<file path="config.mk">
export PLATFORM = sky130hd
export DESIGN_NAME = zynq_accel_shell
export DESIGN_NICKNAME = d
export VERILOG_FILES = /design/src/hdl/shell_bus_pkg.sv /design/src/hdl/shell_csr_pkg.sv /design/src/hdl/dram_window.sv /design/src/hdl/host_apb_arbiter.sv /design/src/hdl/shell_csr.sv /design/src/hdl/zynq_accel_shell.sv
export SDC_FILE = /design/constraint.sdc
export NUM_CORES = 1
export LEC_CHECK = 0
export BUFFER_PORTS_ARGS = -buffer_cell sky130_fd_sc_hd__buf_2
export CORE_AREA = 2 2 227 229
export DETAILED_ROUTE_END_ITERATION = 7
export DIE_AREA = 0 0 229 231
export SLEW_MARGIN = 40
export SYNTH_ARGS = -nofsm -noshare
export SYNTH_HDL_FRONTEND = slang
export SYNTH_HIERARCHICAL = 1
export SYNTH_SLANG_ARGS = --single-unit
</file>
<file path="constraint.sdc">
create_clock -name aclk -period 10.65 [get_ports aclk]
set_input_delay 1.065 -clock aclk [delete_from_list [all_inputs] [get_ports aclk]]
set_output_delay 1.065 -clock aclk [all_outputs]
set_load 0.02 [all_outputs]
</file>
<file path="src/hdl/shell_bus_pkg.sv">
`default_nettype none

package shell_bus_pkg;

   ////////////////////////////////////////////////////////////////////////////
   // bus widths
   ////////////////////////////////////////////////////////////////////////////

   // accelerator bus and hp0 carry full 32-bit addresses
   localparam int ACCEL_ADDR_W = 32;
   localparam int DATA_W       = 32;

   // host ports arrive with their top bits already dropped
   localparam int GP1_ADDR_W   = 30;
   localparam int GP2_ADDR_W   = 28;

   ////////////////////////////////////////////////////////////////////////////
   // dram window and profiler
   ////////////////////////////////////////////////////////////////////////////

   // start of cached dram in the accelerator map
   localparam logic [ACCEL_ADDR_W-1:0] ACCEL_DRAM_BASE = 32'h8000_0000;

   // one profile bit per 8 MB region, index from address bits 29..23
   localparam int PROFILE_W     = 128;
   localparam int PROFILE_LSB   = 23;
   localparam int PROFILE_IDX_W = $clog2(PROFILE_W);

   // host arbiter phases on the accelerator bus
   typedef enum logic [1:0] {
      ARB_IDLE,
      ARB_SETUP,
      ARB_ACCESS,
      ARB_RESP
   } arb_state_e;

endpackage

`default_nettype wire

</file>
<file path="src/hdl/shell_csr_pkg.sv">
`default_nettype none

package shell_csr_pkg;

   // management port decodes 1 KB
   localparam int CSR_ADDR_W = 10;

   ////////////////////////////////////////////////////////////////////////////
   // register map
   ////////////////////////////////////////////////////////////////////////////

   typedef enum logic [CSR_ADDR_W-1:0] {
      // bit 0, active low accelerator reset
      CSR_SYS_RESET = 10'h000,
      // bit 0, set once the host has allocated dram
      CSR_DRAM_INIT = 10'h004,
      // physical base of the allocated dram
      CSR_DRAM_BASE = 10'h008,
      // memory profile, word 0 holds bits 31..0
      CSR_PROFILE0  = 10'h00C,
      CSR_PROFILE1  = 10'h010,
      CSR_PROFILE2  = 10'h014,
      CSR_PROFILE3  = 10'h018
   } csr_reg_e;

   // values after reset
   localparam logic        SYS_RESET_RST = 1'b0;
   localparam logic        DRAM_INIT_RST = 1'b0;
   localparam logic [31:0] DRAM_BASE_RST = 32'h0000_0000;

endpackage

`default_nettype wire

</file>
<file path="src/hdl/dram_window.sv">
`timescale 1ns/1ps
`default_nettype none

module dram_window (
   input  wire                                    aclk,
   input  wire                                    rst_n_i,
   input  wire                                    accel_rst_n_i,
   input  wire                                    dram_init_i,
   input  wire [shell_bus_pkg::ACCEL_ADDR_W-1:0]  dram_base_i,
   // from the accelerator
   input  wire                                    dram_psel_i,
   input  wire                                    dram_penable_i,
   input  wire                                    dram_pwrite_i,
   input  wire [shell_bus_pkg::ACCEL_ADDR_W-1:0]  dram_paddr_i,
   input  wire [shell_bus_pkg::DATA_W-1:0]        dram_pwdata_i,
   output logic [shell_bus_pkg::DATA_W-1:0]       dram_prdata_o,
   output logic                                   dram_pready_o,
   output logic                                   dram_pslverr_o,
   // to the host dram port
   output logic                                   hp0_psel_o,
   output logic                                   hp0_penable_o,
   output logic                                   hp0_pwrite_o,
   output logic [shell_bus_pkg::ACCEL_ADDR_W-1:0] hp0_paddr_o,
   output logic [shell_bus_pkg::DATA_W-1:0]       hp0_pwdata_o,
   input  wire [shell_bus_pkg::DATA_W-1:0]        hp0_prdata_i,
   input  wire                                    hp0_pready_i,
   input  wire                                    hp0_pslverr_i,
   output logic [shell_bus_pkg::PROFILE_W-1:0]    profile_o
);
   import shell_bus_pkg::*;

   logic                     access;
   logic                     fwd_done;
   logic [PROFILE_IDX_W-1:0] region;
   logic [PROFILE_W-1:0]     profile_r;

   assign access = dram_psel_i & dram_penable_i;

   // strip the accelerator dram base, then move into the allocated block
   assign hp0_psel_o    = dram_psel_i & dram_init_i;
   assign hp0_penable_o = dram_penable_i & dram_init_i;
   assign hp0_pwrite_o  = dram_pwrite_i;
   assign hp0_paddr_o   = (dram_paddr_i ^ ACCEL_DRAM_BASE) + dram_base_i;
   assign hp0_pwdata_o  = dram_pwdata_i;

   // without an allocation every access fails at once
   assign dram_pready_o  = access & (dram_init_i ? hp0_pready_i : 1'b1);
   assign dram_pslverr_o = access & (dram_init_i ? hp0_pslverr_i : 1'b1);
   assign dram_prdata_o  = hp0_prdata_i;

   ////////////////////////////////////////////////////////////////////////////
   // memory profiler
   ////////////////////////////////////////////////////////////////////////////

   assign region   = dram_paddr_i[PROFILE_LSB +: PROFILE_IDX_W];
   assign fwd_done = hp0_psel_o & hp0_penable_o & hp0_pready_i;

   always_ff @(posedge aclk or negedge rst_n_i) begin
      if (!rst_n_i) begin
         profile_r <= '0;
      end else if (!accel_rst_n_i) begin
         profile_r <= '0;
      end else if (fwd_done) begin
         profile_r[region] <= 1'b1;
      end
   end

   assign profile_o = profile_r;

   a_no_hp0_unallocated: assert property (@(posedge aclk) disable iff (!rst_n_i)
      !dram_init_i |-> !hp0_psel_o);

endmodule

`default_nettype wire

</file>
<file path="src/hdl/host_apb_arbiter.sv">
`timescale 1ns/1ps
`default_nettype none

module host_apb_arbiter (
   input  wire                                    aclk,
   input  wire                                    rst_n_i,
   // gp1 host port
   input  wire                                    gp1_psel_i,
   input  wire                                    gp1_penable_i,
   input  wire                                    gp1_pwrite_i,
   input  wire [shell_bus_pkg::GP1_ADDR_W-1:0]    gp1_paddr_i,
   input  wire [shell_bus_pkg::DATA_W-1:0]        gp1_pwdata_i,
   output logic [shell_bus_pkg::DATA_W-1:0]       gp1_prdata_o,
   output logic                                   gp1_pready_o,
   output logic                                   gp1_pslverr_o,
   // gp2 host port
   input  wire                                    gp2_psel_i,
   input  wire                                    gp2_penable_i,
   input  wire                                    gp2_pwrite_i,
   input  wire [shell_bus_pkg::GP2_ADDR_W-1:0]    gp2_paddr_i,
   input  wire [shell_bus_pkg::DATA_W-1:0]        gp2_pwdata_i,
   output logic [shell_bus_pkg::DATA_W-1:0]       gp2_prdata_o,
   output logic                                   gp2_pready_o,
   output logic                                   gp2_pslverr_o,
   // accelerator bus
   output logic                                   accel_psel_o,
   output logic                                   accel_penable_o,
   output logic                                   accel_pwrite_o,
   output logic [shell_bus_pkg::ACCEL_ADDR_W-1:0] accel_paddr_o,
   output logic [shell_bus_pkg::DATA_W-1:0]       accel_pwdata_o,
   input  wire [shell_bus_pkg::DATA_W-1:0]        accel_prdata_i,
   input  wire                                    accel_pready_i,
   input  wire                                    accel_pslverr_i
);
   import shell_bus_pkg::*;

   arb_state_e              state_r;
   arb_state_e              state_nxt;
   logic                    gnt_gp2_r;
   logic                    pick_gp2;
   logic                    grant;
   logic                    resp;
   logic [ACCEL_ADDR_W-1:0] gp1_xlate;
   logic [ACCEL_ADDR_W-1:0] gp2_xlate;
   logic [ACCEL_ADDR_W-1:0] addr_r;
   logic                    write_r;
   logic [DATA_W-1:0]       wdata_r;
   logic [DATA_W-1:0]       rdata_r;
   logic                    err_r;

   ////////////////////////////////////////////////////////////////////////////
   // address translation
   ////////////////////////////////////////////////////////////////////////////

   // gp1: host 0x0xxx_xxxx lands in dram at 0x8xxx_xxxx, 0x2xxx_xxxx at 0x0xxx_xxxx
   assign gp1_xlate = {~gp1_paddr_i[GP1_ADDR_W-1], 3'b000, gp1_paddr_i[ACCEL_ADDR_W-5:0]};
   assign gp2_xlate = ACCEL_ADDR_W'(gp2_paddr_i);

   // round robin, the host served last loses a tie
   assign pick_gp2 = gp2_psel_i & (~gp1_psel_i | ~gnt_gp2_r);
   assign grant    = (state_r == ARB_IDLE) & (gp1_psel_i | gp2_psel_i);
   assign resp     = (state_r == ARB_RESP);

   always_comb begin
      state_nxt = state_r;
      case (state_r)
         ARB_IDLE:   if (grant) state_nxt = ARB_SETUP;
         ARB_SETUP:  state_nxt = ARB_ACCESS;
         ARB_ACCESS: if (accel_pready_i) state_nxt = ARB_RESP;
         ARB_RESP:   state_nxt = ARB_IDLE;
         default:    state_nxt = ARB_IDLE;
      endcase
   end

   // gnt_gp2_r starts set so gp1 wins the first tie
   always_ff @(posedge aclk or negedge rst_n_i) begin
      if (!rst_n_i) begin
         state_r   <= ARB_IDLE;
         gnt_gp2_r <= 1'b1;
      end else begin
         state_r <= state_nxt;
         if (grant) begin
            gnt_gp2_r <= pick_gp2;
         end
      end
   end

   // request captured at grant, response captured as the accelerator completes
   always_ff @(posedge aclk) begin
      if (grant) begin
         addr_r  <= pick_gp2 ? gp2_xlate : gp1_xlate;
         write_r <= pick_gp2 ? gp2_pwrite_i : gp1_pwrite_i;
         wdata_r <= pick_gp2 ? gp2_pwdata_i : gp1_pwdata_i;
      end
      if (state_r == ARB_ACCESS && accel_pready_i) begin
         rdata_r <= accel_prdata_i;
         err_r   <= accel_pslverr_i;
      end
   end

   assign accel_psel_o    = (state_r == ARB_SETUP) | (state_r == ARB_ACCESS);
   assign accel_penable_o = (state_r == ARB_ACCESS);
   assign accel_pwrite_o  = write_r;
   assign accel_paddr_o   = addr_r;
   assign accel_pwdata_o  = wdata_r;

   // host completion, one cycle after the accelerator
   assign gp1_pready_o  = resp & ~gnt_gp2_r;
   assign gp2_pready_o  = resp & gnt_gp2_r;
   assign gp1_prdata_o  = gp1_pready_o ? rdata_r : '0;
   assign gp2_prdata_o  = gp2_pready_o ? rdata_r : '0;
   assign gp1_pslverr_o = gp1_pready_o & err_r;
   assign gp2_pslverr_o = gp2_pready_o & err_r;

   a_one_host_ready: assert property (@(posedge aclk) disable iff (!rst_n_i)
      !(gp1_pready_o && gp2_pready_o));

   a_accel_addr_stable: assert property (@(posedge aclk) disable iff (!rst_n_i)
      accel_psel_o && !accel_pready_i |=> $stable(accel_paddr_o));

endmodule

`default_nettype wire

</file>
<file path="src/hdl/shell_csr.sv">
`timescale 1ns/1ps
`default_nettype none

module shell_csr (
   input  wire                                    aclk,
   input  wire                                    rst_n_i,
   input  wire                                    gp0_psel_i,
   input  wire                                    gp0_penable_i,
   input  wire                                    gp0_pwrite_i,
   input  wire [shell_csr_pkg::CSR_ADDR_W-1:0]    gp0_paddr_i,
   input  wire [shell_bus_pkg::DATA_W-1:0]        gp0_pwdata_i,
   input  wire [shell_bus_pkg::PROFILE_W-1:0]     profile_i,
   output logic [shell_bus_pkg::DATA_W-1:0]       gp0_prdata_o,
   output logic                                   gp0_pready_o,
   output logic                                   gp0_pslverr_o,
   output logic                                   sys_reset_n_o,
   output logic                                   dram_init_o,
   output logic [shell_bus_pkg::ACCEL_ADDR_W-1:0] dram_base_o
);
   import shell_bus_pkg::*;
   import shell_csr_pkg::*;

   csr_reg_e                reg_sel;
   logic                    setup;
   logic                    wr_en;
   logic                    dec_err;
   logic [DATA_W-1:0]       rd_data;
   logic                    pready_r;
   logic                    pslverr_r;
   logic [DATA_W-1:0]       prdata_r;
   logic                    sys_reset_r;
   logic                    dram_init_r;
   logic [ACCEL_ADDR_W-1:0] dram_base_r;

   assign reg_sel = csr_reg_e'(gp0_paddr_i);
   assign setup   = gp0_psel_i & ~gp0_penable_i;

   // decode: profile words are read only, anything unlisted is an error
   always_comb begin
      rd_data = '0;
      dec_err = 1'b0;
      case (reg_sel)
         CSR_SYS_RESET: rd_data = DATA_W'(sys_reset_r);
         CSR_DRAM_INIT: rd_data = DATA_W'(dram_init_r);
         CSR_DRAM_BASE: rd_data = dram_base_r;
         CSR_PROFILE0: begin
            rd_data = profile_i[0*DATA_W +: DATA_W];
            dec_err = gp0_pwrite_i;
         end
         CSR_PROFILE1: begin
            rd_data = profile_i[1*DATA_W +: DATA_W];
            dec_err = gp0_pwrite_i;
         end
         CSR_PROFILE2: begin
            rd_data = profile_i[2*DATA_W +: DATA_W];
            dec_err = gp0_pwrite_i;
         end
         CSR_PROFILE3: begin
            rd_data = profile_i[3*DATA_W +: DATA_W];
            dec_err = gp0_pwrite_i;
         end
         default: dec_err = 1'b1;
      endcase
   end

   ////////////////////////////////////////////////////////////////////////////
   // response, staged in setup so the access phase has no wait state
   ////////////////////////////////////////////////////////////////////////////

   always_ff @(posedge aclk or negedge rst_n_i) begin
      if (!rst_n_i) begin
         pready_r  <= 1'b0;
         pslverr_r <= 1'b0;
      end else begin
         pready_r  <= setup;
         pslverr_r <= setup & dec_err;
      end
   end

   always_ff @(posedge aclk) begin
      if (setup) begin
         prdata_r <= rd_data;
      end
   end

   assign gp0_pready_o  = pready_r;
   assign gp0_pslverr_o = pslverr_r;
   assign gp0_prdata_o  = prdata_r;

   // writes land on the completing edge
   assign wr_en = pready_r & gp0_pwrite_i & ~pslverr_r;

   always_ff @(posedge aclk or negedge rst_n_i) begin
      if (!rst_n_i) begin
         sys_reset_r <= SYS_RESET_RST;
         dram_init_r <= DRAM_INIT_RST;
         dram_base_r <= DRAM_BASE_RST;
      end else if (wr_en) begin
         case (reg_sel)
            CSR_SYS_RESET: sys_reset_r <= gp0_pwdata_i[0];
            CSR_DRAM_INIT: dram_init_r <= gp0_pwdata_i[0];
            CSR_DRAM_BASE: dram_base_r <= gp0_pwdata_i;
            default: ;
         endcase
      end
   end

   assign sys_reset_n_o = sys_reset_r;
   assign dram_init_o   = dram_init_r;
   assign dram_base_o   = dram_base_r;

   // the requester has to hold the access phase until we complete it
   a_pready_in_access: assert property (@(posedge aclk) disable iff (!rst_n_i)
      gp0_pready_o |-> gp0_psel_i && gp0_penable_i);

endmodule

`default_nettype wire

</file>
<file path="src/hdl/zynq_accel_shell.sv">
`timescale 1ns/1ps
`default_nettype none

module zynq_accel_shell (
   input  wire                                    aclk,
   input  wire                                    rst_n_i,
   // gp0 management port
   input  wire                                    gp0_psel_i,
   input  wire                                    gp0_penable_i,
   input  wire                                    gp0_pwrite_i,
   input  wire [shell_csr_pkg::CSR_ADDR_W-1:0]    gp0_paddr_i,
   input  wire [shell_bus_pkg::DATA_W-1:0]        gp0_pwdata_i,
   output logic [shell_bus_pkg::DATA_W-1:0]       gp0_prdata_o,
   output logic                                   gp0_pready_o,
   output logic                                   gp0_pslverr_o,
   // gp1 host port
   input  wire                                    gp1_psel_i,
   input  wire                                    gp1_penable_i,
   input  wire                                    gp1_pwrite_i,
   input  wire [shell_bus_pkg::GP1_ADDR_W-1:0]    gp1_paddr_i,
   input  wire [shell_bus_pkg::DATA_W-1:0]        gp1_pwdata_i,
   output logic [shell_bus_pkg::DATA_W-1:0]       gp1_prdata_o,
   output logic                                   gp1_pready_o,
   output logic                                   gp1_pslverr_o,
   // gp2 host port
   input  wire                                    gp2_psel_i,
   input  wire                                    gp2_penable_i,
   input  wire                                    gp2_pwrite_i,
   input  wire [shell_bus_pkg::GP2_ADDR_W-1:0]    gp2_paddr_i,
   input  wire [shell_bus_pkg::DATA_W-1:0]        gp2_pwdata_i,
   output logic [shell_bus_pkg::DATA_W-1:0]       gp2_prdata_o,
   output logic                                   gp2_pready_o,
   output logic                                   gp2_pslverr_o,
   // accelerator bus
   output logic                                   accel_psel_o,
   output logic                                   accel_penable_o,
   output logic                                   accel_pwrite_o,
   output logic [shell_bus_pkg::ACCEL_ADDR_W-1:0] accel_paddr_o,
   output logic [shell_bus_pkg::DATA_W-1:0]       accel_pwdata_o,
   input  wire [shell_bus_pkg::DATA_W-1:0]        accel_prdata_i,
   input  wire                                    accel_pready_i,
   input  wire                                    accel_pslverr_i,
   // accelerator dram requests
   input  wire                                    dram_psel_i,
   input  wire                                    dram_penable_i,
   input  wire                                    dram_pwrite_i,
   input  wire [shell_bus_pkg::ACCEL_ADDR_W-1:0]  dram_paddr_i,
   input  wire [shell_bus_pkg::DATA_W-1:0]        dram_pwdata_i,
   output logic [shell_bus_pkg::DATA_W-1:0]       dram_prdata_o,
   output logic                                   dram_pready_o,
   output logic                                   dram_pslverr_o,
   // hp0 dram port
   output logic                                   hp0_psel_o,
   output logic                                   hp0_penable_o,
   output logic                                   hp0_pwrite_o,
   output logic [shell_bus_pkg::ACCEL_ADDR_W-1:0] hp0_paddr_o,
   output logic [shell_bus_pkg::DATA_W-1:0]       hp0_pwdata_o,
   input  wire [shell_bus_pkg::DATA_W-1:0]        hp0_prdata_i,
   input  wire                                    hp0_pready_i,
   input  wire                                    hp0_pslverr_i,
   output logic                                   accel_rst_n_o
);
   import shell_bus_pkg::*;

   logic                    sys_reset_n;
   logic                    dram_init;
   logic [ACCEL_ADDR_W-1:0] dram_base;
   logic [PROFILE_W-1:0]    profile;

   // accelerator held in reset until the host releases it
   assign accel_rst_n_o = rst_n_i & sys_reset_n;

   // bus ports share names with the top, only the side signals are listed
   shell_csr u_csr (
      .*,
      .profile_i     (profile),
      .sys_reset_n_o (sys_reset_n),
      .dram_init_o   (dram_init),
      .dram_base_o   (dram_base)
   );

   host_apb_arbiter u_arb (
      .*
   );

   dram_window u_dram (
      .*,
      .accel_rst_n_i (accel_rst_n_o),
      .dram_init_i   (dram_init),
      .dram_base_i   (dram_base),
      .profile_o     (profile)
   );

endmodule

`default_nettype wire

</file>
# == After elaboration in Yosys (flattened, before gate mapping) ==
# Cells that the tools add are included.
# word_totals
word_cells,84
out_inout_bits,271
ff_bits,297
in_bits,310
# op_classes
magnitude_cmp,2
bitwise_logic,28
n_reduce_logical,10
n_addsub,1
n_mux,16
eq_ne,12
# op_table
cell,count
$mux W128,2
$pmux W32 S7,1
$or A128 B128 Y128,1
$mux W32,3
$add A32 B32 Y32,1
$eq A10 B5 Y1 const B,3
$mux W28,1
$eq A10 B4 Y1 const B,2
$and A1 B1 Y1,18
$eq A10 B3 Y1 const B,1
$logic_not A10 Y1,1
$lt A7 B8 Y1 const B,1
$pmux W2 S4,1
$reduce_and A2 Y1,4
$demux W1 S7,1
$ge A7 B1 Y1 const B,1
$not A1 Y1,6
$eq A2 B2 Y1 const B,2
$mux W1,4
$mux W2,2
$ne A2 B1 Y1 const B,2
$reduce_or A4 Y1,1
$or A1 B1 Y1,3
$reduce_or A3 Y1,1
5 further kinds,6

# == Logic depth before layout (Yosys ltp) ==
# logic_depth
word_depth,7
mapped_depth,8
mapped_depth_nobuf,8

# == Cells and area by module ==
# The synthesis kept the hierarchy.
# modules_own_cells
mod,seq_area_each_um2,area_each_um2,n_inst,cells_each
dram_window,3203.1,7526.0,1,813
host_apb_arbiter,2929.1,4312.9,1,266
shell_csr,1861.8,3958.8,1,368
zynq_accel_shell,0.0,6.3,1,1

# == Least setup slack after synthesis ==
# OpenSTA, ideal clock, no wires.
# synth_timing
kind,input-to-reg
from,in gp1_psel_i
to,"reg u_arb.addr_r[0], in the netlist u_arb/accel_paddr_o[0] (enable)"
t_arrival_ps,3875
stages,2
t_required_ps,10161
slack_ps,6286
setup_ps,489
n_path_buf,0
path_cell_list,nor2_1 > nor2b_1
# synth_via
elab_chain_len,2
# synth_rtl
element,line,rtl
"start, declared",zynq_accel_shell.sv:17,"input wire gp1_psel_i,"
$or A1 B1 Y1,host_apb_arbiter.sv:61,assign grant = (state_r == ARB_IDLE) & (gp1_psel_i | gp2_psel_i);
$and A1 B1 Y1,host_apb_arbiter.sv:61,
net u_arb.grant,host_apb_arbiter.sv:41,logic grant;
"end signal, assigned",host_apb_arbiter.sv:91,addr_r <= pick_gp2 ? gp2_xlate : gp1_xlate;
"end, declared",host_apb_arbiter.sv:45,logic [ACCEL_ADDR_W-1:0] addr_r;
# The timed path passes the listed nets, and every way through them passes these cells.
# A chain may end at the register's enable or synchronous reset.

# == Worst setup path after layout ==
# layout_timing
from,in dram_paddr_i[0] in the netlist's numbering
to,out hp0_paddr_o[20] in the netlist's numbering
# layout_via
elab_chain_len,1
# layout_rtl
element,line,rtl
"start, declared",zynq_accel_shell.sv:47,"input wire [shell_bus_pkg::ACCEL_ADDR_W-1:0] dram_paddr_i,"
$add A32 B32 Y32,dram_window.sv:43,assign hp0_paddr_o = (dram_paddr_i ^ ACCEL_DRAM_BASE) + dram_base_i;
"end, declared",zynq_accel_shell.sv:56,"output logic [shell_bus_pkg::ACCEL_ADDR_W-1:0] hp0_paddr_o,"
# Every way passes these cells.

==> flow_summary.json <==
{
  "status": "complete, no violations",
  "crit_required_ns": 9.59,
  "p_per_area_mw_per_mm2": 166,
  "max_freq_mhz": 219,
  "root_buffer": "clkbuf_16",
  "hpwl_mm": 43.3,
  "synth_ff_type": "dfrtp_1",
  "fin_tns_setup_ns": 0,
  "setup_viol": 0,
  "cts_setup_buffers": 0,
  "die_h_um": 231,
  "layout-drive-gt1-share": 0.359,
  "hold_buffers": 0,
  "yosysTopAreaCell": "dfrtp_1",
  "cp.arrival_ns": 3.50,
  "synthCells": 1448,
  "cts_buffer_depth": 3,
  "comb_power_share": 0.211,
  "dp.cells": 2435,
  "fill_cells": 5050,
  "viasPerCell": 5.04,
  "multiInputGateArea_mm2": 0.00687,
  "fin_cells": 2499,
  "yosys-top-cells-area": "dfrtp_1 (26%), edfxtp_1 (24%), mux2_2 (8.4%)",
  "insertion_delay_ns": 0.55,
  "grt_overflow": 0,
  "clk_pin_slew_worst_paths_ns": 0.06,
  "fin_crit_sh": 0.428,
  "drt_iter0_drc": 976,
  "avgSynthCellArea_um2": 10.9,
  "endpoint_kind": "output pin",
  "hold_slack_ns": 0.417,
  "crit_type": "in2out",
  "power_leakage_nw": 8.61,
  "seq_area_mm2": 0.00799,
  "power.internal_mw": 2.20,
  "initial_core_util": 0.312,
  "slew_headroom": 0.475,
  "grt_pass1_vias": 12100,
  "hold_path.class": "in2async",
  "crit_chain": "buf_2 -> ha_1 -> fa_1 -> a21o_1 -> a221oi_2 -> nor2_1 -> o221ai_2 -> nand2_1 -> o311a_1 -> buf_2",
  "finalMaxSlewViolations": 0,
  "synth_top_area_frac": 0.263,
  "wl_mm": 57.6,
  "cp_top_family": "compound AO/OA/AOI/OAI gates",
  "cts.sinks": 294,
  "cpMostUsedCell": "buf_2",
  "cts_made_buffers": 34,
  "antenna_found_initial": 5,
  "h-tree-depth": 2,
  "cts_tree": "built",
  "slowest_stage": "fa_1",
  "start_kind": "input pin",
  "grt_max_degree": 129,
  "hold_viol_final": 0,
  "post_cts_resize_count": 0,
  "core_area_mm2": 0.0507,
  "slowest_delay_ns": 0.40,
  "path_buf_inv": 2,
  "synth_seq_cells": 294,
  "finalCoreUtilization": 0.379,
  "p_sw_mw": 0.984,
  "ios": 581,
  "worstSetupStartpoint": "dram_paddr_i[0]",
  "tightest_slew_ns": 0.782,
  "ys_seq_area_frac": 0.506,
  "yosysMostFrequentCell": "dfrtp_1",
  "ys_async_sr_fraction": 0.568,
  "yosys-top-cells-count": "dfrtp_1 (166), edfxtp_1 (127), nor2_1 (127)",
  "place_ws_ns": 6.12,
  "p_clk_frac": 0.359,
  "grt_pass1_wl_mm": 81.9,
  "wl_per_cell_um": 23.1,
  "dieArea_mm2": 0.0529,
  "nNetsFinal": 2138,
  "final_area_mm2": 0.0192,
  "dr.pass1.iters": 5,
  "netlist_area_mm2": 0.0158,
  "maxCapViolations": 0,
  "dpl-instance-area_mm2": 0.0181,
  "ys.warnings.count": 6,
  "synth-edff-count": 127,
  "rows": 83,
  "ys_types": 80,
  "globalplace.congestion": 0.896,
  "fin_crit_ns": 4.56,
  "r2r_start": "u_csr/dram_init_o$_DFFE_PN0P_",
  "worstPathMaxFanout": 4,
  "fin_worst_skew_ns": 0.0245,
  "portBuffers": 444,
  "vias": 12600,
  "route.detailed.drc": 0,
  "die_x_um": 229,
  "swShare": 0.309,
  "p_seq_frac": 0.429,
  "rsz0062_at_grt": "no",
  "track_usage": 0.209,
  "layout_setup_ws_ns": 6.09,
  "syn2layout_area_growth_pct": 21.5,
  "ir_drop_uv": 96.5,
  "power.total_mw": 3.19,
  "antenna_left": 0
}
==> power groups by stage <==
stage,Combinational (mW),Clock [mW],Sequential [mW]
after CTS,0.677,1.18,1.37
after global placement,0.667,0,1.38
after detailed placement,0.676,0,1.39
final,0.673,1.14,1.37
after floorplan,0.376,0,1.45
after global routing,0.715,1.22,1.38
==> flip-flops by register name, indices dropped and copies added, names as in the netlist <==
name and flops:
u_arb/err_r 1, u_arb/rdata_r 32, u_arb/accel_pwrite_o 1, u_csr/gp0_pready_o 1
u_csr/dram_init_o 1, u_arb/state_r 2, u_arb/accel_pwdata_o 32, u_dram/profile_o 128
u_csr/sys_reset_n_o 1, u_csr/dram_base_o 32, u_csr/gp0_prdata_o 32, u_arb/gnt_gp2_r 1
u_csr/gp0_pslverr_o 1, u_arb/accel_paddr_o 29
==> final timing paths <==
| kind | endpoint | slack (ns) | cells past startpoint |
|---|---|---|---|
| max | hp0_paddr_o[20] | 6.09 | 10 |
| min | u_dram/profile_o[54]$_DFFE_PN0P_ | 0.42 | 1 |
| max reg2reg | u_dram/profile_o[21]$_DFFE_PN0P_ | 8.22 | 5 |
| min reg2reg | u_dram/profile_o[105]$_DFFE_PN0P_ | 0.48 | 1 |
| max in group asynchronous | u_csr/dram_base_o[13]$_DFFE_PN0P_ | 9.26 | 2 |
| min in group aclk | u_dram/profile_o[105]$_DFFE_PN0P_ | 0.48 | 1 |
==> cells by family (layout without fill, tap and decap cells) <==
logic type | after synthesis | count (layout) | share of synthesized area
buffers and inverters | 167 | 534 | 0.0618
muxes | 161 | 161 | 0.113
xor gates and xnor gates | 24 | 24 | 0.0133
other | 1 | 5 | 0.000237
and+or+nand+nor | 456 | 456 | 0.150
AOI/OAI and AO/OA | 309 | 309 | 0.127
adders and majority gates | 36 | 36 | 0.0290
DFF | 294 | 294 | 0.506
==> cells in the final DEF (no fill, tap or decap), types with 34 or more instances in the layout <==
master | netlist | routed
mux2_2 | 118 | 118
o21a_1 | 67 | 67
and3_1 | 38 | 38
buf_2 | 8 | 441
a21oi_1 | 126 | 126
clkbuf_16 | 0 | 35
dfrtp_1 | 166 | 166
edfxtp_1 | 127 | 127
and2_1 | 57 | 56
nand2_1 | 73 | 73
nor2_1 | 127 | 127
ha_1 | 35 | 34
nor2b_1 | 79 | 76
mux2i_1 | 34 | 34
o21ai_0 | 40 | 40
==> layer usage <==
layer  vias to the layer above  wire (um)  global-route usage
met3                        91       8890               0.137
li1                       5770          -                   -
met5                         -        298              0.0386
met4                        10       1300              0.0532
met1                      6113      21400               0.243
met2                       601      25700               0.313
==> cell type report <==
class                      count  share of cell area
timing repair buffer         462               0.124
clock inverter                17             0.00730
inverter                      11             0.00215
antenna                        2            0.000261
sequential                   294               0.416
multi-input combinational    989               0.358
clock buffer                  44              0.0479
tap                          680              0.0443
==> worst register-to-register path, stage by stage, from the launching register on <==
cell     delay, ns
dfrtp_1       0.50
nand2_1       0.12
nor3_1        0.62
nand3_1       0.71
nor2_1        0.29
o21a_1        0.13
Note: power is estimated with default switching activity, not from simulation.
